File: config.mk
export PLATFORM = sky130hd
export DESIGN_NAME = opll_phase_top
export DESIGN_NICKNAME = d
export VERILOG_FILES = /design/src/hw/opll_pkg.sv /design/src/hw/opll_chan_regs.sv /design/src/hw/opll_host_port.sv /design/src/hw/opll_phase_gen.sv /design/src/hw/opll_phase_top.sv /design/src/hw/opll_slot_seq.sv
export SDC_FILE = /design/constraint.sdc
export NUM_CORES = 1
export LEC_CHECK = 0
export ABC_AREA = 1
export BUFFER_PORTS_ARGS = -buffer_cell sky130_fd_sc_hd__buf_2
export CELL_PAD_IN_SITES_DETAIL_PLACEMENT = 1
export CELL_PAD_IN_SITES_GLOBAL_PLACEMENT = 1
export CORE_MARGIN = 2
export CORE_UTILIZATION = 34
export DETAILED_ROUTE_END_ITERATION = 8
export GPL_TIMING_DRIVEN = 0
export HOLD_SLACK_MARGIN = 0.06
export PLACE_DENSITY = 0.67
export SYNTH_ARGS = -nofsm -noshare
export SYNTH_HDL_FRONTEND = slang
export SYNTH_SLANG_ARGS = --single-unit
File: constraint.sdc
create_clock -name MCLK -period 7 [get_ports MCLK]
set_clock_uncertainty 0.05 [all_clocks]
set_input_delay 0.7 -clock MCLK [delete_from_list [all_inputs] [get_ports MCLK]]
set_output_delay 0.7 -clock MCLK [all_outputs]
set_load 0.05 [all_outputs]
File: src/hw/opll_pkg.sv
package opll_pkg;

	// channel and operator slot counts
	localparam int NUM_CHANNELS = 9;
	localparam int NUM_SLOTS = 18;

	typedef logic [8:0] fnum_t;
	typedef logic [2:0] block_t;
	typedef logic [3:0] multi_t;
	typedef logic [18:0] phase_t;
	typedef logic [4:0] slot_t;
	typedef logic [3:0] chan_t;
	typedef logic [7:0] bus_data_t;

	typedef enum logic
	{
		SEQ_IDLE,
		SEQ_RUN
	} seq_state_e;

	// custom operator multiples
	localparam bus_data_t ADDR_MULTI_MOD = 8'h00;
	localparam bus_data_t ADDR_MULTI_CAR = 8'h01;

	// channel register bases with the channel in the low nibble
	localparam bus_data_t ADDR_FNUM_LO = 8'h10;
	localparam bus_data_t ADDR_BLK_KEY = 8'h20;

endpackage

File: src/hw/opll_chan_regs.sv
`timescale 1ns/100ps

module opll_chan_regs
	import opll_pkg::*;
	(
	input logic MCLK,
	input logic rst_n,
	input logic pend_valid,
	input chan_t pend_chan,
	input logic pend_hi,
	input bus_data_t pend_data,
	input chan_t cur_chan,
	output logic pend_done,
	output fnum_t cur_fnum,
	output block_t cur_block,
	output logic cur_key
	);

	fnum_t fnum_mem [NUM_CHANNELS];
	block_t block_mem [NUM_CHANNELS];
	logic key_mem [NUM_CHANNELS];

	// write lands only when the rotation reaches the target channel
	assign pend_done = pend_valid & (pend_chan == cur_chan);

	always_ff @(posedge MCLK)
	begin
		if (!rst_n)
		begin
			for (int i = 0; i < NUM_CHANNELS; i++)
			begin
				fnum_mem[i] <= '0;
				block_mem[i] <= '0;
				key_mem[i] <= 1'b0;
			end
		end
		else if (pend_done)
		begin
			if (pend_hi)
			begin
				// 0x2n holds key, block and fnum msb
				fnum_mem[pend_chan][8] <= pend_data[0];
				block_mem[pend_chan] <= pend_data[3:1];
				key_mem[pend_chan] <= pend_data[4];
			end
			else
			begin
				fnum_mem[pend_chan][7:0] <= pend_data;
			end
		end
	end

	assign cur_fnum = fnum_mem[cur_chan];
	assign cur_block = block_mem[cur_chan];
	assign cur_key = key_mem[cur_chan];

endmodule

File: src/hw/opll_host_port.sv
`timescale 1ns/100ps

module opll_host_port
	import opll_pkg::*;
	(
	input logic MCLK,
	input logic rst_n,
	input logic wr_valid,
	input logic wr_a0,
	input bus_data_t wr_data,
	output logic wr_ready,
	output logic pend_valid,
	output chan_t pend_chan,
	output logic pend_hi,
	output bus_data_t pend_data,
	input logic pend_done,
	output multi_t multi_mod,
	output multi_t multi_car
	);

	bus_data_t addr_q;
	logic xfer;
	logic addr_is_fnum;
	logic addr_is_blk;
	logic addr_chan_ok;
	logic addr_is_chan;

	assign xfer = wr_valid & wr_ready;

	// host stalls while a channel write waits for its slot
	assign wr_ready = ~pend_valid;

	assign addr_is_fnum = (addr_q[7:4] == ADDR_FNUM_LO[7:4]);
	assign addr_is_blk = (addr_q[7:4] == ADDR_BLK_KEY[7:4]);
	assign addr_chan_ok = (addr_q[3:0] < NUM_CHANNELS);
	assign addr_is_chan = (addr_is_fnum | addr_is_blk) & addr_chan_ok;

	always_ff @(posedge MCLK)
	begin
		if (!rst_n)
		begin
			addr_q <= '0;
			multi_mod <= '0;
			multi_car <= '0;
		end
		else if (xfer)
		begin
			if (!wr_a0)
			begin
				addr_q <= wr_data;
			end
			else if (addr_q == ADDR_MULTI_MOD)
			begin
				multi_mod <= wr_data[3:0];
			end
			else if (addr_q == ADDR_MULTI_CAR)
			begin
				multi_car <= wr_data[3:0];
			end
		end
	end

	// pending channel write
	always_ff @(posedge MCLK)
	begin
		if (!rst_n)
		begin
			pend_valid <= 1'b0;
		end
		else if (xfer && wr_a0 && addr_is_chan)
		begin
			pend_valid <= 1'b1;
		end
		else if (pend_done)
		begin
			pend_valid <= 1'b0;
		end
	end

	always_ff @(posedge MCLK)
	begin
		if (xfer && wr_a0 && addr_is_chan)
		begin
			pend_chan <= addr_q[3:0];
			pend_hi <= addr_is_blk;
			pend_data <= wr_data;
		end
	end

endmodule

File: src/hw/opll_phase_gen.sv
`timescale 1ns/100ps

module opll_phase_gen
	import opll_pkg::*;
	#(
	parameter int PHASE_OUT_BITS = 19
	)
	(
	input logic MCLK,
	input logic rst_n,
	input logic seq_run,
	input slot_t cur_slot,
	input fnum_t cur_fnum,
	input block_t cur_block,
	input logic cur_key,
	input multi_t multi_mod,
	input multi_t multi_car,
	output logic out_valid,
	output slot_t out_slot,
	output logic [PHASE_OUT_BITS-1:0] out_phase
	);

	multi_t multi_sel;
	logic [4:0] multi_x2;
	logic [15:0] fnum_blk;
	logic [20:0] fnum_prod;
	phase_t phase_inc;
	phase_t phase_old;
	phase_t phase_new;
	phase_t phase_mem [NUM_SLOTS];

	// doubled multiple so that code 0 gives a half
	function automatic logic [4:0] mult_x2(input multi_t code);
		case (code)
			4'd0: mult_x2 = 5'd1;
			4'd1: mult_x2 = 5'd2;
			4'd2: mult_x2 = 5'd4;
			4'd3: mult_x2 = 5'd6;
			4'd4: mult_x2 = 5'd8;
			4'd5: mult_x2 = 5'd10;
			4'd6: mult_x2 = 5'd12;
			4'd7: mult_x2 = 5'd14;
			4'd8: mult_x2 = 5'd16;
			4'd9: mult_x2 = 5'd18;
			4'd10, 4'd11: mult_x2 = 5'd20;
			4'd12, 4'd13: mult_x2 = 5'd24;
			default: mult_x2 = 5'd30;
		endcase
	endfunction

	// modulator on even slots and carrier on odd slots
	assign multi_sel = cur_slot[0] ? multi_car : multi_mod;
	assign multi_x2 = mult_x2(multi_sel);

	assign fnum_blk = 16'(cur_fnum) << cur_block;
	assign fnum_prod = 21'(fnum_blk) * 21'(multi_x2);
	// drop the doubling and the extra factor of two
	assign phase_inc = fnum_prod[20:2];

	assign phase_old = phase_mem[cur_slot];
	// key off parks the phase at zero
	assign phase_new = cur_key ? phase_old + phase_inc : '0;

	always_ff @(posedge MCLK)
	begin
		if (!rst_n)
		begin
			for (int i = 0; i < NUM_SLOTS; i++)
			begin
				phase_mem[i] <= '0;
			end
		end
		else if (seq_run)
		begin
			phase_mem[cur_slot] <= phase_new;
		end
	end

	always_ff @(posedge MCLK)
	begin
		if (!rst_n)
		begin
			out_valid <= 1'b0;
		end
		else
		begin
			out_valid <= seq_run;
		end
	end

	always_ff @(posedge MCLK)
	begin
		if (seq_run)
		begin
			out_slot <= cur_slot;
			out_phase <= phase_new[$bits(phase_t)-1 -: PHASE_OUT_BITS];
		end
	end

endmodule

File: src/hw/opll_phase_top.sv
`timescale 1ns/100ps

module opll_phase_top
	import opll_pkg::*;
	#(
	parameter int PHASE_OUT_BITS = 19
	)
	(
	input logic MCLK,
	input logic rst_n,
	input logic wr_valid,
	input logic wr_a0,
	input bus_data_t wr_data,
	output logic wr_ready,
	output logic out_valid,
	output slot_t out_slot,
	output logic [PHASE_OUT_BITS-1:0] out_phase
	);

	logic pend_valid;
	chan_t pend_chan;
	logic pend_hi;
	bus_data_t pend_data;
	logic pend_done;
	multi_t multi_mod;
	multi_t multi_car;
	slot_t cur_slot;
	chan_t cur_chan;
	logic seq_run;
	fnum_t cur_fnum;
	block_t cur_block;
	logic cur_key;

	opll_host_port host0
	(
		.MCLK(MCLK),
		.rst_n(rst_n),
		.wr_valid(wr_valid),
		.wr_a0(wr_a0),
		.wr_data(wr_data),
		.wr_ready(wr_ready),
		.pend_valid(pend_valid),
		.pend_chan(pend_chan),
		.pend_hi(pend_hi),
		.pend_data(pend_data),
		.pend_done(pend_done),
		.multi_mod(multi_mod),
		.multi_car(multi_car)
	);

	opll_slot_seq seq0
	(
		.MCLK(MCLK),
		.rst_n(rst_n),
		.cur_slot(cur_slot),
		.cur_chan(cur_chan),
		.seq_run(seq_run)
	);

	opll_chan_regs chregs0
	(
		.MCLK(MCLK),
		.rst_n(rst_n),
		.pend_valid(pend_valid),
		.pend_chan(pend_chan),
		.pend_hi(pend_hi),
		.pend_data(pend_data),
		.cur_chan(cur_chan),
		.pend_done(pend_done),
		.cur_fnum(cur_fnum),
		.cur_block(cur_block),
		.cur_key(cur_key)
	);

	opll_phase_gen #(
		.PHASE_OUT_BITS(PHASE_OUT_BITS)
	) pg0
	(
		.MCLK(MCLK),
		.rst_n(rst_n),
		.seq_run(seq_run),
		.cur_slot(cur_slot),
		.cur_fnum(cur_fnum),
		.cur_block(cur_block),
		.cur_key(cur_key),
		.multi_mod(multi_mod),
		.multi_car(multi_car),
		.out_valid(out_valid),
		.out_slot(out_slot),
		.out_phase(out_phase)
	);

endmodule

File: src/hw/opll_slot_seq.sv
`timescale 1ns/100ps

module opll_slot_seq
	import opll_pkg::*;
	(
	input logic MCLK,
	input logic rst_n,
	output slot_t cur_slot,
	output chan_t cur_chan,
	output logic seq_run
	);

	seq_state_e state;
	slot_t next_slot;

	assign next_slot = (cur_slot == slot_t'(NUM_SLOTS - 1)) ? '0 : cur_slot + 1'b1;
	assign seq_run = (state == SEQ_RUN);

	always_ff @(posedge MCLK)
	begin
		if (!rst_n)
		begin
			state <= SEQ_IDLE;
			cur_slot <= '0;
			cur_chan <= '0;
		end
		else
		begin
			case (state)
				SEQ_IDLE:
				begin
					// first running cycle sits on slot 0
					state <= SEQ_RUN;
				end
				SEQ_RUN:
				begin
					cur_slot <= next_slot;
					// two operators per channel
					cur_chan <= next_slot[4:1];
				end
				default:
				begin
					state <= SEQ_IDLE;
				end
			endcase
		end
	end

endmodule

Word level (Yosys, flattened, before mapping):

Memory sizes are Yosys's and may differ from the RTL's. A register that Yosys moved wholly into a read port is not among the register bits.
Cells that the tools add are included.
W data, S select, Z words.

* eq/ne operators: 5
* $add $sub $neg: 2
* bitwise gates (word level): 7
* magnitude comparators: 1
* muxes and demuxes: 38
* reductions and logical operators: 11
* $mul: 1
* shift-type cells: 1

Operator list (count)
* $mux W4: 10
* $mux W19: 2
* $mul A16 B5 Y21: 1
* $mux W5: 4
* $add A19 B19 Y19: 1
* $mux W1: 19
* $reduce_or A19 Y1: 1
* $shl A9 B3 Y16: 1
* $mux W9: 1
* $reduce_or A9 Y1: 1
* $eq A8 B1 Y1 const B: 1
* $logic_not A8 Y1: 1
* $add A5 B1 Y5 const B: 1
* $eq A5 B5 Y1 const B: 1
* $eq A4 B1 Y1 const B: 1
* $eq A4 B2 Y1 const B: 1
* $eq A4 B4 Y1: 1
* $lt A4 B4 Y1 const B: 1
* $reduce_and A4 Y1: 1
* $and A1 B1 Y1: 3
* $mux W3: 1
* $not A1 Y1: 3
* $reduce_and A3 Y1: 1
* $reduce_or A3 Y1: 1
* other kinds (6): 7

* output and inout port bits: 26
* bits in writable memories: 459
* bits in read-only memories: 80
* logic and storage cells: 84
* memories kept: 5
* register bits: 65
* input port bits: 12

Memory list
* pg0.phase_mem: words 18, width 19, read ports 1, clocked after memory_dff 1, write ports 18, RTL line opll_phase_gen.sv:30 `phase_t phase_mem [NUM_SLOTS];`
* chregs0.fnum_mem: words 9, width 9, read ports 1, clocked after memory_dff 1, write ports 9, RTL line opll_chan_regs.sv:19 `fnum_t fnum_mem [NUM_CHANNELS];`
* (no name shown): words 16, width 5, read ports 1, clocked after memory_dff 0, write ports 0, RTL line opll_phase_gen.sv:34 `case (code)`
* chregs0.block_mem: words 9, width 3, read ports 1, clocked after memory_dff 1, write ports 9, RTL line opll_chan_regs.sv:20 `block_t block_mem [NUM_CHANNELS];`
* chregs0.key_mem: words 9, width 1, read ports 1, clocked after memory_dff 1, write ports 9, RTL line opll_chan_regs.sv:21 `logic key_mem [NUM_CHANNELS];`

Longest topological paths before layout:

Gate-level depths: netlist of the first run.

* depth after elaboration: 7
* depth in mapped cells: 46
* depth with buffers taken out: 43

Modules after synthesis:

Synthesis of the first run repeated with hierarchy kept, for this count alone.

* cells, all modules: 3904
* area total of the unflattened synthesis: 41706.2 um2

Modules (own cells, without submodules)
* opll_phase_gen: cells an instance 2837, area an instance 30818.3 um2, instances 1
* opll_chan_regs: cells an instance 907, area an instance 9389.0 um2, instances 1
* opll_host_port: cells an instance 119, area an instance 1191.1 um2, instances 1
* opll_slot_seq: cells an instance 41, area an instance 307.8 um2, instances 1

Least setup slack after synthesis of the first run:

No wires, ideal clock.

* path kind: reg-to-reg
* start point: register (tool-made name)
* end point: memory pg0.phase_mem[17][18] in the netlist's numbering (data pin)
* data arrival time: 6.200 ns
* period minus slack after synthesis: 6.540 ns
* slack: 0.460 ns
* required time: 6.659 ns
* stages on the path, launching flop included: 43
* buffers on the path: 5
* cells stage by stage: dfxtp_1 -> buf_6 -> inv_8 -> buf_6 -> buf_6 -> buf_6 -> nor2_1 -> o211ai_1 -> nand3_1 -> nand2_1 -> nand2_1 -> nand3_1 -> nand2_1 -> nor2_2 -> inv_2 -> nor2_1 -> fa_1 -> fa_1 -> [7 not listed] -> o21ai_0 -> a21oi_1 -> o21ai_0 -> nand2_1 -> nand2_1 -> inv_1 -> ha_1 -> nand2_1 -> nand2_1 -> a21oi_1 -> nor2_1 -> nor3_1 -> o21ai_0 -> nor2_1 -> nand3_1 -> nand4_4 -> buf_2 -> inv_1

RTL lines (RTL line)
* end, declared: opll_phase_gen.sv:30

==> results of run 1 <==
metal layers:
| metal | track usage, % | wire (um) | vias to the layer above |
|---|---|---|---|
| met4 | 13.0 | 9560 | 8 |
| met1 | 34.8 | 66700 | 16936 |
| met5 | 0 | 51 | - |
| met3 | 6.45 | 17300 | 441 |
| met2 | 42.0 | 75400 | 1841 |
| li1 | - | - | 13938 |
sequential cells by signal (all words and copies together), names as in the netlist, named ones only:
name / cells
chregs0.fnum_mem: 144
chregs0.block_mem: 48
host0.multi_car: 4
host0.pend_chan: 4
pg0.out_phase: 19
host0.pend_data: 8
host0.addr_q: 8
pg0.out_slot: 5
pg0.out_valid: 1
seq0.cur_slot: 2
chregs0.key_mem: 16
host0.pend_hi: 1
seq0.cur_chan: 3
host0.pend_valid: 1
host0.multi_mod: 4
pg0.phase_mem: 608
seq0.seq_run: 1
power groups by stage:
stage                     logic [mW]  clock network [mW]  registers (mW)
after floorplan                0.898                   0            6.05
after global placement          1.49                   0            6.03
after detailed placement        1.52                   0            6.04
after CTS                       1.71                5.00            5.93
after global routing            1.94                5.19            5.94
final                           1.83                5.01            5.93
synth_stat cells, types with 4 or more instances:
cell type,number
nand3_1,168
a21oi_1,75
xor2_1,10
dfxtp_1,38
nand3_4,4
inv_1,222
nor2_1,939
nor3_1,8
o22ai_1,36
nand4_1,7
buf_2,48
o21ai_0,419
a32oi_1,16
nand2_2,14
a211oi_1,5
clkbuf_1,161
clkinv_1,9
a31oi_1,20
edfxtp_1,844
nor4_1,6
buf_1,7
nand2_4,6
buf_6,19
o21ai_1,30
buf_4,16
xnor2_1,13
nand2_1,331
fa_1,43
o221ai_1,115
inv_2,14
nor2_2,66
ha_1,49
or2_2,8
o211ai_1,41
cells in the final DEF (no fill, tap or decap), types with 8 or more instances in the layout:
cell type,Yosys,layout
a21oi_1,75,45
a21oi_2,1,24
a31oi_1,20,20
a32oi_1,16,16
buf_12,1,33
buf_2,48,64
buf_4,16,84
buf_6,19,29
buf_8,0,11
clkbuf_1,161,171
clkbuf_16,0,98
clkinv_1,9,28
clkinv_2,0,20
clkinvlp_4,0,20
dfxtp_1,38,35
edfxtp_1,844,844
fa_1,43,41
ha_1,49,34
ha_4,0,13
inv_1,222,202
inv_2,14,16
nand2_1,331,293
nand2_2,14,37
nand2_4,6,17
nand3_1,168,133
nand3_2,3,28
nand3_4,4,14
nor2_1,939,896
nor2_2,66,76
nor2_4,2,35
o211ai_1,41,41
o21ai_0,419,401
o21ai_1,30,37
o21ai_2,0,9
o221ai_1,115,115
o22ai_1,36,36
or2_2,8,8
xnor2_1,13,11
timing repair:
item	in CTS	in global routing
pin swaps	55	61
resized for setup	282	121
setup endpoints to repair	528	481
hold endpoints to repair	0	0
setup buffers	60	23
cloned	4	1
final cells by class:
class                   count  area share (%)
clock buffers             118            5.10
clock inverters            59            1.05
inverters                 247            2.05
repair inverters            1          0.0153
plain buffers             251            3.21
multi-input cells        2461            28.7
well taps                1612            4.10
flip-flops and latches    882            53.1
diodes                      1         0.00509
repair buffers            139            2.66
per-stage QoR:
step / power [mW] / hold slack [ps]
2_1_floorplan: 6.95 / 356
3_3_place_gp: 7.52 / 368
3_5_place_dp: 7.56 / 374
4_1_cts: 12.6 / 149
5_1_grt: 13.1 / 163
6_report: 12.8 / 170
cell families after synthesis:
kind of cell	Yosys count	synth area share (%)
AOI/OAI and AO/OA	770	11.2
other	1	0.00911
DFF	882	63.4
muxes	1	0.0243
and+or+nand+nor	1574	16.0
buffers and inverters	499	5.26
adders and majority gates	92	3.58
xor gates and xnor gates	23	0.490
critical path: cells and delay by family (launching register included):
kind                       cells  cell delay, ps
adders and majority gates      5            2080
and+or+nand+nor               13            1770
AOI/OAI and AO/OA              8            1260
buffers and inverters         10            1210
DFF                            1             380
xor gates and xnor gates       1             220
worst max path at each step:
stage	startpoint	endpoint	slack, ps	cells after the start
floorplan	flip-flop	pg0.phase_mem[17][18]	460	42
global placement	flip-flop	pg0.phase_mem[9][17]	-2340	38
detailed placement	flip-flop	pg0.phase_mem[2][17]	-2530	38
CTS	flip-flop	pg0.phase_mem[23][18]	-100	40
global route	flip-flop	pg0.phase_mem[23][18]	-570	39
finish	flip-flop	pg0.phase_mem[23][18]	-320	37
==> results.py, run 1 <==
metrics = {
    "yosys": {
        "ys_ff_latch": 882,
        "yosys.cell_types.count": 56,
        "synth_cells": 3842,
        "synthArstFlopShare_pct": 0,
        "synth_top_area_share_pct": 61.6,
        "synth_top_flop_cell": "edfxtp_1",
        "ys_warn_count": 0,
        "yosys.area.top_type": "edfxtp_1",
        "synth_nets": 3946,
        "synth_edf_count": 844,
        "synthTopCellsByArea": "edfxtp_1 (62%), nor2_1 (8.6%), o21ai_0 (5.1%)",
        "ys_seq_area_share_pct": 63.4,
        "syn_avg_cell_area_um2": 10.7,
        "synth_area_mm2": 0.0411,
    },
    "cts": {
        "h-tree-depth": 3,
        "path_clk_slew_ps": 60,
        "clock_sinks": 882,
        "cts_tree": "done",
        "insertion_delay_ps": 720,
        "postCtsHoldBufs": 0,
        "numCtsBuffers": 96,
        "clockRootBuffer": "clkbuf_16",
        "clk_path_buf_depth": 3,
    },
    "outcome": {
        "status": "finished, violations left",
        "violations": "setup timing",
    },
    "detailed_routing": {
        "drt_iter0_drc": 3732,
        "drc": 0,
        "routed_via_density": 5.75,
        "final_antenna_net_count": 0,
        "post_drt_wl_per_cell_um": 29.3,
        "routed_wl_mm": 169,
        "via_count": 33164,
        "dr.pass1.iters": 6,
    },
    "finish": {
        "fillerInstances": 13092,
        "finish.utilization_pct": 41.0,
        "drive_gt1_share_pct": 17.1,
        "fin_cells": 5771,
        "layout.nets": 4183,
        "seq_area_mm2": 0.0261,
        "multi_input_area_mm2": 0.0141,
        "fin_area_mm2": 0.0492,
        "syn_to_final_growth_pct": 19.5,
    },
    "power_and_ir_drop": {
        "p_clk_share_pct": 39.2,
        "power_frac_comb_pct": 14.3,
        "peakVddDrop_v": 0.000201,
        "swShare_pct": 28.3,
        "p_leak_nw": 17.0,
        "p_int_mw": 9.15,
        "p_per_area_mw_per_mm2": 260,
        "switching_power_mw": 3.61,
        "seqPwrFrac_pct": 46.4,
    },
    "global_route": {
        "grt_pass1_vias": 32963,
        "grt_start_max_net_pins": 30,
        "grt-ovfl-total": 0,
        "antenna_found_initial": 10,
        "grt_usage_pct": 26.8,
        "grt_pass1_wl_mm": 235,
    },
    "placement": {
        "numPortBuffers": 37,
        "pre_cts_ws_ps": -2530,
        "dpl_cell_area_mm2": 0.0437,
        "dp_hpwl_mm": 114,
        "gp_congestion": 0.973,
        "place_inst": 5506,
    },
    "min_path": {
        "whs_endpoint": "host0.pend_data[6]",
        "hold_depth": 1,
        "min_from": "wr_data[6]",
        "hp-class": "in2reg",
    },
    "sta": {
        "timing.setup.tns_ps": -19330,
        "maxSlewViolCount": 0,
        "tightest_slew_ps": 1430,
        "fin_crit_sh_pct": 105,
        "hold_viol": 0,
        "worst_slack_ps": -320,
        "period_needed_ps": 7320,
        "setup_violations": 177,
        "relSlewSlack_pct": 4.56,
        "rsz0062_at_grt": "true",
        "fmax_ghz": 0.137,
    },
    "setup_path": {
        "cp-start-kind": "flip-flop",
        "cp.arrival_ps": 7650,
        "crit_required_ps": 7330,
        "cp_slowest_cell": "fa_1",
        "end_kind": "flip-flop",
        "crit_type": "reg2reg",
        "critPathMaxStageDelay_ps": 540,
        "timing.reg2reg.setup_slack_ps": -320,
        "worstReg2RegEnd": "pg0.phase_mem[23][18]",
        "critPathMaxFanout": 8,
        "reg2reg_depth": 37,
    },
    "floorplan": {
        "ios": 38,
        "die_w_um": 352,
        "core_mm2": 0.120,
        "dieArea_mm2": 0.124,
        "die_height_um": 352,
        "start_util_pct": 34.3,
        "row_count": 127,
    },
    "flow_run": {
        "maxCapViolCount": 0,
    },
}
Note: power is estimated with default switching activity, not from simulation.
==> run 2, diff against run 1 <==
--- a/config.mk
+++ b/config.mk
@@ -9,7 +9,7 @@
 export BUFFER_PORTS_ARGS = -buffer_cell sky130_fd_sc_hd__buf_2
 export CELL_PAD_IN_SITES_DETAIL_PLACEMENT = 1
 export CELL_PAD_IN_SITES_GLOBAL_PLACEMENT = 1
-export CORE_MARGIN = 2
+export CORE_MARGIN = 4
 export CORE_UTILIZATION = 34
 export DETAILED_ROUTE_END_ITERATION = 8
 export GPL_TIMING_DRIVEN = 0
==> constraint.sdc (replaced) <==
create_clock -name MCLK -period 7 [get_ports MCLK]
set_clock_uncertainty 0.05 [all_clocks]
set_input_delay 0.35 -clock MCLK [delete_from_list [all_inputs] [get_ports MCLK]]
set_output_delay 0.35 -clock MCLK [all_outputs]
set_load 0.05 [all_outputs]
==> run 2 against run 1 <==
Effect of this change: the flow finishes with violations (capacitance limit, slew limit, setup timing); clock power increased by 3%; sequential power hardly changed; sequential share of layout area decreased by 0.76 points; hold slack worse by 13 ps; worst setup slack worse by 83 ps; critical endpoint is now pg0.phase_mem[24][18]; cell count rose by 0.87%; core utilization increased by 0.59 points; maximum frequency shrank 1.1%; highest routed layer unchanged; global-route usage decreased by 0.67 points; register-to-register slack worse by 80 ps.
==> results.py, run 2 (synthesis gave the netlist of run 1 again) <==
metrics = {
    "finish": {
        "fillerInstances": 13049,
        "layout.nets": 4236,
        "seq_area_mm2": 0.0261,
        "multi_input_area_mm2": 0.0142,
        "fin_cells": 5821,
        "fin_area_mm2": 0.0499,
        "regMostFlops": "pg0.phase_mem",
        "top_regs": "pg0.phase_mem (608), chregs0.fnum_mem (144), chregs0.block_mem (48)",
        "drive_gt1_share_pct": 18.0,
        "syn_to_final_growth_pct": 21.3,
        "mostFrequentLayoutCells": "nor2_1 (896), edfxtp_1 (844), o21ai_0 (399)",
        "layout_commonest_cell": "nor2_1",
        "largest_register_ff_count": 608,
    },
    "floorplan": {
        "die_height_um": 356,
        "start_util_pct": 34.3,
        "die_w_um": 356,
        "ios": 38,
        "dieArea_mm2": 0.127,
        "core_mm2": 0.120,
        "row_count": 127,
    },
    "outcome": {
        "violations": "capacitance limit, slew limit, setup timing",
        "status": "finished, violations left",
    },
    "global_route": {
        "grt_usage_pct": 26.1,
        "grt_start_max_net_pins": 27,
        "antenna_found_initial": 10,
        "grt-ovfl-total": 0,
        "grt_pass1_wl_mm": 238,
        "grt_pass1_vias": 33577,
    },
    "sta": {
        "hold_viol": 0,
        "tightest_slew_ps": 1650,
        "holdWs_ps": 157,
        "period_needed_ps": 7400,
        "worst_slack_ps": -403,
        "setup_violations": 309,
        "timing.setup.tns_ps": -43430,
        "fin_crit_sh_pct": 106,
        "rsz0062_at_grt": "true",
        "maxSlewViolCount": 11,
        "fmax_ghz": 0.135,
        "relSlewSlack_pct": -9.72,
    },
    "placement": {
        "gp_congestion": 0.951,
        "place_inst": 5514,
        "numPortBuffers": 37,
        "dp_hpwl_mm": 118,
        "dpl_cell_area_mm2": 0.0439,
    },
    "setup_path": {
        "cp.arrival_ps": 7790,
        "critPathMaxStageDelay_ps": 570,
        "worstReg2RegEnd": "pg0.phase_mem[24][18]",
        "crit_end": "pg0.phase_mem[24][18]",
        "end_kind": "flip-flop",
        "critPathMaxFanout": 10,
        "reg2reg_depth": 40,
        "crit_required_ps": 7380,
        "cp_slowest_cell": "fa_1",
        "crit_type": "reg2reg",
        "timing.reg2reg.setup_slack_ps": -400,
        "cp-start-kind": "flip-flop",
    },
    "cts": {
        "clockRootBuffer": "clkbuf_16",
        "h-tree-depth": 3,
        "clock_sinks": 882,
        "cts_tree": "done",
        "insertion_delay_ps": 700,
        "clk_path_buf_depth": 3,
        "numCtsBuffers": 96,
        "path_clk_slew_ps": 60,
    },
    "power_and_ir_drop": {
        "p_per_area_mw_per_mm2": 262,
        "seqPwrFrac_pct": 45.4,
        "power_mw": 13.1,
        "p_leak_nw": 17.4,
        "p_clk_share_pct": 39.6,
        "power_frac_comb_pct": 15.0,
        "p_int_mw": 9.42,
        "swShare_pct": 27.9,
        "peakVddDrop_v": 0.000216,
        "switching_power_mw": 3.64,
    },
    "detailed_routing": {
        "final_antenna_net_count": 0,
        "via_count": 33363,
        "post_drt_wl_per_cell_um": 29.2,
        "drc": 0,
        "dr.pass1.iters": 6,
        "routed_wl_mm": 170,
        "drt_iter0_drc": 4108,
        "routed_via_density": 5.73,
    },
    "flow_run": {
        "maxCapViolCount": 2,
    },
    "min_path": {
        "hp-class": "in2reg",
        "hold_depth": 4,
    },
}
==> run 2: cell type report <==
type                       instances  area share (%)
antenna                            2          0.0100
buffer                           252            3.20
clock buffer                     112            5.04
clock inverter                    61            1.24
inverter                         247            2.00
multi-input combinational       2462            28.4
sequential                       882            52.3
tap                             1612            4.04
timing repair buffer             188            3.70
timing repair inverter             3          0.0451
==> run 2: worst min-delay path by stage <==
stage                               start                 end  slack (ps)
after detailed placement  host0.addr_q[1]  host0.pend_chan[1]         370
after global placement    host0.addr_q[1]  host0.pend_chan[1]         370
after global routing             wr_valid     host0.addr_q[2]         180
after CTS                           wr_a0     host0.addr_q[0]         120
after floorplan                     rst_n        seq0.seq_run         330
final                               wr_a0     host0.addr_q[3]         160
==> run 2: per-stage QoR <==
| step | utilization, % | setup WS, ps |
|---|---|---|
| floorplan | - | 460 |
| global placement | 36.1 | -3080 |
| detailed placement | 36.6 | -2230 |
| CTS | 40.8 | -189 |
| global route | 41.6 | -690 |
| finish | 41.6 | -403 |
==> run 2: metal layers <==
metal	vias to the layer above	global-route usage, %	part of all wire [%]
li1	14046	-	-
met1	17042	35.2	40
met2	1853	39.7	44
met3	418	6.27	11
met4	4	12.6	5.4
met5	-	0	0.016
==> run 2: power by group through the flow <==
| stage | clock network, mW | registers (mW) | logic (mW) |
|---|---|---|---|
| after floorplan | 0 | 6.05 | 0.898 |
| after global placement | 0 | 6.04 | 1.48 |
| after detailed placement | 0 | 6.04 | 1.53 |
| after CTS | 5.18 | 5.93 | 1.72 |
| after global routing | 5.42 | 5.93 | 2.07 |
| final | 5.18 | 5.93 | 1.96 |
==> run 2: worst max-delay path: cells and delay by family (launching register included) <==
family	cells	cell delay (ps)
AND/OR/NAND/NOR	15	1990
flip-flops	1	370
buffers and inverters	12	1520
XOR/XNOR	1	150
AO/OA/AOI/OAI	7	1000
adder cells (fa/ha/maj)	5	2070
==> run 2: repair_timing <==
action                                  4_1_cts  5_1_grt
endpoints found under the setup margin      505      473
pin swaps                                    68       70
gates cloned                                  3        6
gates resized for setup                     278      143
setup buffers                                69       46
endpoints found under the hold margin        29        0
hold buffers                                  9        0
